File: src/hw/controlPkg.sv
`default_nettype none

package controlPkg;

    //**************************************************************************
    // widths and timing

    localparam int instrWidth = 16;
    localparam int delayWidth = 6;
    localparam logic [delayWidth-1:0] startDelay = 6'd40; // cycles in start before first PC write
    localparam logic [3:0] stackPtrLow = 4'd14;           // low byte of the SP pair

    localparam logic [3:0] aluPassA = 4'd14;
    localparam logic [3:0] aluPassB = 4'd0;

    //**************************************************************************
    // opcodes, low three bits
    localparam logic [2:0] opIn  = 3'b010;
    localparam logic [2:0] opOut = 3'b100;
    localparam logic [2:0] opLdi = 3'b000; // immediate ALU code in bits 3..1

    // opcodes, bits 7..3 with the low three bits zero
    localparam logic [4:0] opMov        = 5'b01001;
    localparam logic [4:0] opStoreFirst = 5'b01110; // plain, post-inc, post-dec follow
    localparam logic [4:0] opLoadFirst  = 5'b10001;
    localparam logic [4:0] opIrp        = 5'b10100;
    localparam logic [4:0] opDrp        = 5'b10101;
    localparam logic [4:0] opJmpi       = 5'b10110;
    localparam logic [4:0] opJmp        = 5'b10111;
    localparam logic [4:0] opCall       = 5'b11000;
    localparam logic [4:0] opRet        = 5'b11001;
    localparam logic [4:0] opHlt        = 5'b11110;

    // condition codes in bits 15..13
    localparam logic [2:0] condAlways   = 3'b000;
    localparam logic [2:0] condCarry    = 3'b001;
    localparam logic [2:0] condNoCarry  = 3'b010;
    localparam logic [2:0] condZero     = 3'b011;
    localparam logic [2:0] condNotZero  = 3'b100;
    localparam logic [2:0] condNeg      = 3'b101;
    localparam logic [2:0] condNotNeg   = 3'b110;
    localparam logic [2:0] condAlwaysHi = 3'b111;

    //**************************************************************************
    // types

    typedef logic [instrWidth-1:0] instrWordT;
    typedef logic [3:0] aluModeT;
    typedef logic [3:0] regSelT;

    typedef enum logic [3:0] {
        aluImm, aluReg, portIn, portOut,
        memStore, memLoad, pairUpdate,
        jumpIndTaken, jumpTaken, callTaken, retTaken,
        skipAddress,  // JMP or CALL failed, step over the address word
        skipBranch,   // JMPI or RET failed
        halt, noOp
    } instrClassT;

    typedef enum logic [1:0] {keep, inc, dec} pairStepT;

    typedef enum logic [2:0] {
        start, execute, second, third, jumpTarget, callTarget
    } seqStateT;

    typedef enum logic [1:0] {aluOut = 2'd0, dMemOut = 2'd2} regSrcT;

    typedef enum logic [1:0] {regB = 2'd0, imm8 = 2'd2} aluSrcBT;

    typedef enum logic [2:0] {
        dataPcPlusOneHigh = 3'd0,
        dataPcPlusOneLow  = 3'd1,
        dataAluOut        = 3'd2
    } dMemDataT;

    typedef enum logic [1:0] {
        addrRegPair        = 2'd0,
        addrPort           = 2'd1, // zero-extended bits 11..4
        addrRegPairPlusOne = 2'd2
    } dMemAddrT;

    typedef enum logic [2:0] {
        pcPlusOne    = 3'd0,
        pcOut        = 3'd1,
        pcIMemOut    = 3'd3, // address word just fetched
        pcRegPair    = 3'd4,
        pcReturnAddr = 3'd5
    } pcSrcT;

endpackage

`default_nettype wire

File: src/hw/controlSignalGen.sv
`default_nettype none

module controlSignalGen (
    input  wire controlPkg::instrClassT instrClass,
    input  wire controlPkg::seqStateT   seqState,
    input  wire controlPkg::aluModeT    aluModeField,
    input  wire controlPkg::regSelT     regBField,
    input  wire controlPkg::pairStepT   pairStep,
    input  wire                         writesFlags,
    input  wire                         startRelease,
    output controlPkg::regSrcT          regFileSrc,
    output controlPkg::regSelT          regFileOutBSelect,
    output logic                        regFileWriteEnable,
    output logic                        regFileIncPair,
    output logic                        regFileDecPair,
    output controlPkg::aluSrcBT         aluSrcBSelect,
    output controlPkg::aluModeT         aluMode,
    output controlPkg::dMemDataT        dMemDataSelect,
    output controlPkg::dMemAddrT        dMemIOAddressSelect,
    output logic                        dMemIOWriteEn,
    output logic                        dMemIOReadEn,
    output logic                        flagEnable,
    output controlPkg::pcSrcT           iMemAddrSelect,
    output logic                        iMemReadEnable,
    output logic                        pcWriteEn
);
    import controlPkg::*;

    logic isReadBack;

    assign isReadBack = (instrClass == portIn) || (instrClass == memLoad);

    always_comb begin
        regFileSrc          = aluOut;
        regFileOutBSelect   = regBField;
        regFileWriteEnable  = 1'b0;
        regFileIncPair      = 1'b0;
        regFileDecPair      = 1'b0;
        aluSrcBSelect       = regB;
        aluMode             = aluModeField;
        dMemDataSelect      = dataAluOut;
        dMemIOAddressSelect = addrRegPair;
        dMemIOWriteEn       = 1'b0;
        dMemIOReadEn        = 1'b0;
        flagEnable          = 1'b0;
        iMemAddrSelect      = pcOut;
        iMemReadEnable      = 1'b0;
        pcWriteEn           = 1'b0;

        case (seqState)
            start: begin
                aluMode        = aluPassB;
                iMemReadEnable = 1'b1;
                pcWriteEn      = startRelease;              // single pulse at the end of the wait
            end

            //******************************************************************
            // first cycle of every instruction
            execute: begin
                pcWriteEn      = 1'b1;                      // most classes finish here
                iMemReadEnable = 1'b1;
                case (instrClass)
                    aluImm: begin
                        regFileWriteEnable = 1'b1;
                        aluSrcBSelect      = imm8;
                        flagEnable         = writesFlags;
                    end
                    aluReg: begin
                        regFileWriteEnable = 1'b1;
                        flagEnable         = writesFlags;
                    end
                    portIn: begin
                        regFileSrc          = dMemOut;
                        dMemIOAddressSelect = addrPort;
                        dMemIOReadEn        = 1'b1;
                        pcWriteEn           = 1'b0;
                        iMemReadEnable      = 1'b0;
                    end
                    portOut: begin
                        dMemIOAddressSelect = addrPort;
                        dMemIOWriteEn       = 1'b1;
                    end
                    memStore, memLoad, pairUpdate: begin
                        regFileIncPair = (pairStep == inc);
                        regFileDecPair = (pairStep == dec);
                        dMemIOWriteEn  = (instrClass == memStore);
                        if (instrClass == memLoad) begin
                            regFileSrc     = dMemOut;
                            dMemIOReadEn   = 1'b1;
                            pcWriteEn      = 1'b0;
                            iMemReadEnable = 1'b0;
                        end
                    end
                    jumpIndTaken: iMemAddrSelect = pcRegPair;
                    skipAddress:  iMemAddrSelect = pcPlusOne; // step over the address word
                    callTaken: begin
                        regFileOutBSelect = stackPtrLow;
                        dMemDataSelect    = dataPcPlusOneLow;
                        dMemIOWriteEn     = 1'b1;
                        regFileDecPair    = 1'b1;
                        pcWriteEn         = 1'b0;     // target not read yet
                    end
                    retTaken: begin
                        regFileOutBSelect   = stackPtrLow;
                        dMemIOAddressSelect = addrRegPairPlusOne;
                        dMemIOReadEn        = 1'b1;   // pop high byte
                        regFileIncPair      = 1'b1;
                        pcWriteEn           = 1'b0;
                        iMemReadEnable      = 1'b0;
                    end
                    halt: begin
                        pcWriteEn      = 1'b0;
                        iMemReadEnable = 1'b0;
                    end
                    default: ;                        // jumpTaken, skipBranch, noOp
                endcase
            end

            //******************************************************************
            // follow-on cycles
            second: begin
                if (isReadBack) begin
                    regFileSrc          = dMemOut;
                    dMemIOAddressSelect = (instrClass == portIn) ? addrPort : addrRegPair;
                    regFileWriteEnable  = 1'b1;
                    pcWriteEn           = 1'b1;
                    iMemReadEnable      = 1'b1;
                end else begin
                    regFileOutBSelect   = stackPtrLow;
                    dMemIOAddressSelect = addrRegPairPlusOne;
                    dMemIOReadEn        = 1'b1;       // pop low byte
                    regFileIncPair      = 1'b1;
                    iMemAddrSelect      = pcReturnAddr;
                end
            end
            third: begin
                regFileOutBSelect = stackPtrLow;
                iMemAddrSelect    = pcReturnAddr;
                pcWriteEn         = 1'b1;
                iMemReadEnable    = 1'b1;
            end
            jumpTarget: begin
                iMemAddrSelect = pcIMemOut;
                pcWriteEn      = 1'b1;
                iMemReadEnable = 1'b1;
            end
            callTarget: begin
                regFileOutBSelect = stackPtrLow;  // decoder sees the address word now
                dMemDataSelect    = dataPcPlusOneHigh;
                dMemIOWriteEn     = 1'b1;
                regFileDecPair    = 1'b1;
                iMemAddrSelect    = pcIMemOut;
                pcWriteEn         = 1'b1;
                iMemReadEnable    = 1'b1;
            end
            default: ;
        endcase
    end

endmodule

`default_nettype wire

File: src/hw/controlUnit.sv
`default_nettype none

module controlUnit (
    input  wire                          clk,
    input  wire                          reset,
    input  wire controlPkg::instrWordT   iMemOut,
    input  wire                          carryFlag,
    input  wire                          zeroFlag,
    input  wire                          negativeFlag,
    output controlPkg::regSrcT           regFileSrc,
    output controlPkg::regSelT           regFileOutBSelect,
    output logic                         regFileWriteEnable,
    output logic                         regFileIncPair,
    output logic                         regFileDecPair,
    output controlPkg::aluSrcBT          aluSrcBSelect,
    output controlPkg::aluModeT          aluMode,
    output controlPkg::dMemDataT         dMemDataSelect,
    output controlPkg::dMemAddrT         dMemIOAddressSelect,
    output logic                         dMemIOWriteEn,
    output logic                         dMemIOReadEn,
    output logic                         flagEnable,
    output controlPkg::pcSrcT            iMemAddrSelect,
    output logic                         iMemReadEnable,
    output logic                         pcWriteEn
);
    import controlPkg::*;

    instrClassT instrClass;
    aluModeT    aluModeField;
    regSelT     regBField;
    pairStepT   pairStep;
    logic       writesFlags;
    seqStateT   seqState;
    logic       startRelease;

    // decode, sequence, drive
    instrDecoder i_instrDecoder (
        .iMemOut      (iMemOut),
        .carryFlag    (carryFlag),
        .zeroFlag     (zeroFlag),
        .negativeFlag (negativeFlag),
        .instrClass   (instrClass),
        .aluModeField (aluModeField),
        .regBField    (regBField),
        .pairStep     (pairStep),
        .writesFlags  (writesFlags)
    );

    cycleSequencer i_cycleSequencer (
        .clk          (clk),
        .reset        (reset),
        .instrClass   (instrClass),
        .seqState     (seqState),
        .startRelease (startRelease)
    );

    controlSignalGen i_controlSignalGen (
        .instrClass          (instrClass),
        .seqState            (seqState),
        .aluModeField        (aluModeField),
        .regBField           (regBField),
        .pairStep            (pairStep),
        .writesFlags         (writesFlags),
        .startRelease        (startRelease),
        .regFileSrc          (regFileSrc),
        .regFileOutBSelect   (regFileOutBSelect),
        .regFileWriteEnable  (regFileWriteEnable),
        .regFileIncPair      (regFileIncPair),
        .regFileDecPair      (regFileDecPair),
        .aluSrcBSelect       (aluSrcBSelect),
        .aluMode             (aluMode),
        .dMemDataSelect      (dMemDataSelect),
        .dMemIOAddressSelect (dMemIOAddressSelect),
        .dMemIOWriteEn       (dMemIOWriteEn),
        .dMemIOReadEn        (dMemIOReadEn),
        .flagEnable          (flagEnable),
        .iMemAddrSelect      (iMemAddrSelect),
        .iMemReadEnable      (iMemReadEnable),
        .pcWriteEn           (pcWriteEn)
    );

endmodule

`default_nettype wire

File: src/hw/cycleSequencer.sv
`default_nettype none

module cycleSequencer (
    input  wire                         clk,
    input  wire                         reset,
    input  wire controlPkg::instrClassT instrClass,
    output controlPkg::seqStateT        seqState,
    output logic                        startRelease
);
    import controlPkg::*;

    logic [delayWidth-1:0] delay;
    seqStateT              nextState;

    assign startRelease = (seqState == start) && (delay == startDelay);

    //**************************************************************************
    // state and startup counter

    always_ff @(posedge clk) begin
        if (reset) begin
            seqState <= start;
            delay    <= '0;
        end else begin
            seqState <= nextState;
            if (seqState == start)
                delay <= delay + 1'b1; // stops counting once out of start
        end
    end

    always_comb begin
        nextState = execute;
        case (seqState)
            start: begin
                nextState = startRelease ? execute : start;
            end
            execute: begin
                case (instrClass)
                    portIn, memLoad, retTaken: nextState = second;
                    jumpTaken:                 nextState = jumpTarget;
                    callTaken:                 nextState = callTarget;
                    default:                   nextState = execute; // halt parks here too
                endcase
            end
            second: begin
                // only RET has a third cycle
                if (instrClass == portIn || instrClass == memLoad)
                    nextState = execute;
                else
                    nextState = third;
            end
            default: begin
                nextState = execute;                        // third, jumpTarget, callTarget
            end
        endcase
    end

endmodule

`default_nettype wire

File: src/hw/instrDecoder.sv
`default_nettype none

module instrDecoder (
    input  wire controlPkg::instrWordT   iMemOut,
    input  wire                          carryFlag,
    input  wire                          zeroFlag,
    input  wire                          negativeFlag,
    output controlPkg::instrClassT       instrClass,
    output controlPkg::aluModeT          aluModeField,
    output controlPkg::regSelT           regBField,
    output controlPkg::pairStepT         pairStep,
    output logic                         writesFlags
);
    import controlPkg::*;

    logic [4:0] op5;
    logic [2:0] op3;
    logic [4:0] memOffset;
    logic       condMet;
    logic       isImm;
    logic       isWide;
    logic       isRegOp;
    logic       isStore;
    logic       isLoad;

    assign op5 = iMemOut[7:3];
    assign op3 = iMemOut[2:0];

    assign isImm   = iMemOut[0] && (iMemOut[3:1] != 3'b111);
    assign isWide  = (op3 == 3'b000);                     // forms coded in bits 7..3
    assign isRegOp = isWide && (op5 != 5'd0) && (op5 < opStoreFirst);
    assign isStore = isWide && (op5 >= opStoreFirst) && (op5 < opLoadFirst);
    assign isLoad  = isWide && (op5 >= opLoadFirst) && (op5 < opIrp);

    assign memOffset = isStore ? (op5 - opStoreFirst) : (op5 - opLoadFirst);

    assign writesFlags = (isImm && (iMemOut[3:1] != opLdi)) || (isRegOp && (op5 != opMov));

    // branch condition
    always_comb begin
        case (iMemOut[15:13])
            condAlways, condAlwaysHi: condMet = 1'b1;
            condCarry:                condMet = carryFlag;
            condNoCarry:              condMet = ~carryFlag;
            condZero:                 condMet = zeroFlag;
            condNotZero:              condMet = ~zeroFlag;
            condNeg:                  condMet = negativeFlag;
            condNotNeg:               condMet = ~negativeFlag;
        endcase
    end

    //**************************************************************************
    // instruction class, failed branches fold into the skip classes

    always_comb begin
        instrClass = noOp;
        if (isImm)
            instrClass = aluImm;
        else if (op3 == opIn)
            instrClass = portIn;
        else if (op3 == opOut)
            instrClass = portOut;
        else if (isRegOp)
            instrClass = aluReg;
        else if (isStore)
            instrClass = memStore;
        else if (isLoad)
            instrClass = memLoad;
        else if (isWide) begin
            case (op5)
                opIrp, opDrp: instrClass = pairUpdate;
                opJmpi:       instrClass = condMet ? jumpIndTaken : skipBranch;
                opJmp:        instrClass = condMet ? jumpTaken : skipAddress;
                opCall:       instrClass = condMet ? callTaken : skipAddress;
                opRet:        instrClass = condMet ? retTaken : skipBranch;
                opHlt:        instrClass = halt;
                default:      instrClass = noOp; // PUS, POS, SSR, CSR and spare codes
            endcase
        end
    end

    // field extraction
    always_comb begin
        if (isImm)
            aluModeField = {1'b0, iMemOut[3:1]};
        else if (isRegOp)
            aluModeField = iMemOut[6:3];
        else if (isStore || isLoad || (isWide && op5 >= opIrp && op5 <= opJmp))
            aluModeField = aluPassA;
        else
            aluModeField = aluPassB;

        if (isWide && (op5 == opCall || op5 == opRet))
            regBField = stackPtrLow;
        else if (isWide && op5 != 5'd0 && op5 <= opJmpi)
            regBField = iMemOut[11:8];                   // SSSS or pair PPPP
        else
            regBField = iMemOut[15:12];

        pairStep = keep;
        if (isStore || isLoad) begin
            if (memOffset == 5'd1)
                pairStep = inc;
            else if (memOffset == 5'd2)
                pairStep = dec;
        end else if (isWide && op5 == opIrp)
            pairStep = inc;
        else if (isWide && op5 == opDrp)
            pairStep = dec;
    end

endmodule

`default_nettype wire

File: config.mk
export PLATFORM = sky130hd
export DESIGN_NAME = controlUnit
export DESIGN_NICKNAME = d
export VERILOG_FILES = /design/src/hw/controlPkg.sv /design/src/hw/controlSignalGen.sv /design/src/hw/controlUnit.sv /design/src/hw/cycleSequencer.sv /design/src/hw/instrDecoder.sv
export SDC_FILE = /design/constraint.sdc
export NUM_CORES = 1
export LEC_CHECK = 0
export BUFFER_PORTS_ARGS = -buffer_cell sky130_fd_sc_hd__buf_4
export CORE_ASPECT_RATIO = 1.5
export CORE_MARGIN = 3
export CORE_UTILIZATION = 53
export CTS_BUF_LIST = sky130_fd_sc_hd__clkbuf_16
export DETAILED_ROUTE_END_ITERATION = 10
export PLACE_DENSITY = 0.83
export SKIP_LAST_GASP = 1
export SLEW_MARGIN = 20
export SYNTH_ARGS = -nofsm -noshare
export SYNTH_HDL_FRONTEND = slang
export SYNTH_SLANG_ARGS = --single-unit
File: constraint.sdc
create_clock -name clk -period 3.4 [get_ports clk]
set_clock_uncertainty 0.05 [all_clocks]
set_input_delay 0.34 -clock clk [delete_from_list [all_inputs] [get_ports clk]]
set_output_delay 0.34 -clock clk [all_outputs]
set_load 0.1 [all_outputs]
==> out/metrics.cfg <==
[outcome]
status=finished clean

[critical_path]
worstPathCellList=buf_4 > inv_1 > ha_1 > a21bo_2 > o21ai_1 > o221ai_1 > a22o_1 > o21ai_4 > buf_4 > nor2b_1 > nand3_1 > o211ai_1 > buf_6
slowest_delay_ns=0.28
end_kind=output pin
crit_top_cell=buf_4
slowest_stage=a22o_1
r2r_slack_ns=1.37
critPathRequiredTime_ns=3.01
crit_path_max_fanout=6
crit_type=in -> out
critPathLaunchType=primary input
crit_arrival_ns=2.94

[sta]
finalSetupViolations=0
hold_viol=0
tightest_slew_ns=0.558
period_needed_ns=3.33
max_freq_mhz=300
layout_setup_ws_ns=0.0688
min_period_over_period_pct=98.0
finalMaxSlewViolations=0
slew_headroom_pct=62.3
rsz0062_at_grt=yes

[final_layout]
final_cells=360
syn_to_final_growth_pct=44.0
n_antenna_cell=0
drive_gt1_share_pct=34.7
final_common_cell=buf_4
nNetsFinal=353
fin_area_um2=2550
final_cell_mix=buf_4, nor2_1, nand2_1, a21oi_1, inv_1

[floorplan]
start_util_pct=55.5
rows=25
die_x_um=53.2
die_y_um=76.8
core_um2=3190
die_area_um2=4080
io_pins=49

[logic_synthesis]
yosysWarnings=0
yosysUniqueCellTypes=64
yosys_most_used_dff=dfxtp_1
yosysSeqAreaShare_pct=10.2
netlist_instances=262
ys_ff_latch=9
netlist_area_um2=1770
synth_edf_count=0
async_flop_share_pct=0
syn_area_per_cell_um2=6.76

[clock_tree]
clk_latency_ns=0.23
cts_tree=yes
clockBufferDepth=2
cts.sinks=9
root_buffer=clkbuf_16
cts_buffers=3
postCtsSetupBuffers=0
clk_pin_slew_ns=0.04
htreeDepth=1

[pwr]
p_comb_share_pct=42.0
seq_power_share_pct=20.4
swShare_pct=37.0
p_int_mw=0.350
switchingPower_mw=0.206
irDropWorstVdd_uv=295
power_density_nw_per_um2=218
leakagePower_nw=1.04
clockPowerShare_pct=37.6

[drt]
viasPerCell=6.45
ant_nets=0
drtIter0Drc=87
routed-via-count=2323
drt-wirelength-per-cell_um=17.5
drc_errors=0
drtPass1Iterations=5
wl_um=6290

[placement]
place_inst=356
placed_area_um2=2380
port_buffers=45
dp_hpwl_um=4730
dp_slack_ns=-0.0530
gp_congestion=0.923

[flow_run]
maxCapViolations=0

[global_routing]
grt_usage_pct=30.7
grt-ovfl-total=0
antenna_found_initial=0
grt_max_degree=20
grt_pass1_wl_um=9860
grt_pass1_vias=2234

[hold_path]
hp-class=in -> reg

[per-layer routing]
metal | GRT usage [%] | part of all wire, % | vias to the layer above
met3 | 3.11 | 5.4 | 30
li1 | - | - | 1093
met1 | 31.2 | 36 | 1079
met2 | 58.0 | 54 | 121
met5 | 0 | 0 | -
met4 | 15.1 | 4.6 | 0
[area by class of cell]
cell class	instances	area, um2
clock buffers	3	75.1
multi-input cells	222	1620
clock inverters	1	5.00
repair buffers	72	574
well taps	40	50.0
flip-flops and latches	9	180
inverters	13	48.8
fillers	234	641
[path summary, 6_finish.rpt]
| path | startpoint | cells after the start | end |
|---|---|---|---|
| max reg2reg | i_cycleSequencer.seqState[2]$_SDFF_PP0_ | 5 | i_cycleSequencer.seqState[0]$_SDFF_PP0_ |
| min reg2reg | i_cycleSequencer.delay[5]$_SDFFE_PP0P_ | 2 | i_cycleSequencer.delay[5]$_SDFFE_PP0P_ |
| min | reset | 2 | i_cycleSequencer.delay[1]$_SDFFE_PP0P_ |
| max | iMemOut[4] | 13 | regFileIncPair |
[critical path: cells and delay by family]
family,cells,cell delay [ns]
AOI/OAI and AO/OA,6,1.29
buffers and inverters,4,0.72
and+or+nand+nor,2,0.41
adders and majority gates,1,0.19
[kinds of logic (layout without fill, tap and decap cells)]
family,after synthesis,in the layout,synth area share [%]
mux,7,7,4.03
fa+ha+maj,11,11,7.77
compound gates,85,85,34.8
simple gates,110,110,31.5
buf+inv,33,89,8.48
other cells,1,3,0.212
flops,9,9,10.2
xor+xnor,6,6,2.97
[repair_timing]
action | 4_1_cts | 5_1_grt
hold buffers | 0 | 0
endpoints found under the setup margin | 5 | 15
pin swaps | 0 | 2
resized for setup | 5 | 17
[cells in the mapped netlist, drive strengths merged (7+ instances only)]
| master | number | area [um2] |
|---|---|---|
| nand2 | 20 | 75.1 |
| nand2b | 7 | 43.8 |
| buf | 10 | 63.8 |
| a21oi | 15 | 78.8 |
| ha | 11 | 138 |
| clkbuf | 10 | 37.5 |
| nand3 | 11 | 55.1 |
| dfxtp | 9 | 180 |
| o21ai | 17 | 88.8 |
| inv | 13 | 48.8 |
| nor3 | 14 | 70.1 |
| nor2 | 29 | 109 |
[flip-flops by register name, indices dropped and copies added (netlist names)]
name                       cells
i_cycleSequencer.delay         6
i_cycleSequencer.seqState      3
[power by group through the flow]
| stage | clock network [mW] | logic (mW) | registers (mW) |
|---|---|---|---|
| floorplan | 0 | 0.151 | 0.114 |
| global placement | 0 | 0.214 | 0.115 |
| detailed placement | 0 | 0.218 | 0.115 |
| CTS | 0.208 | 0.223 | 0.113 |
| global route | 0.215 | 0.247 | 0.114 |
| finish | 0.209 | 0.233 | 0.114 |
[metrics by stage]
stage,hold WS [ns],power [mW],utilization [%],setup TNS [ns]
after floorplan,0.408,0.265,-,-1.78
after global placement,0.421,0.329,74.6,0
after detailed placement,0.452,0.333,74.6,-0.0985
after CTS,0.314,0.545,77.8,0
after global routing,0.325,0.577,79.9,-0.124
final,0.319,0.556,79.9,0
(Power assumes the default switching activity.)
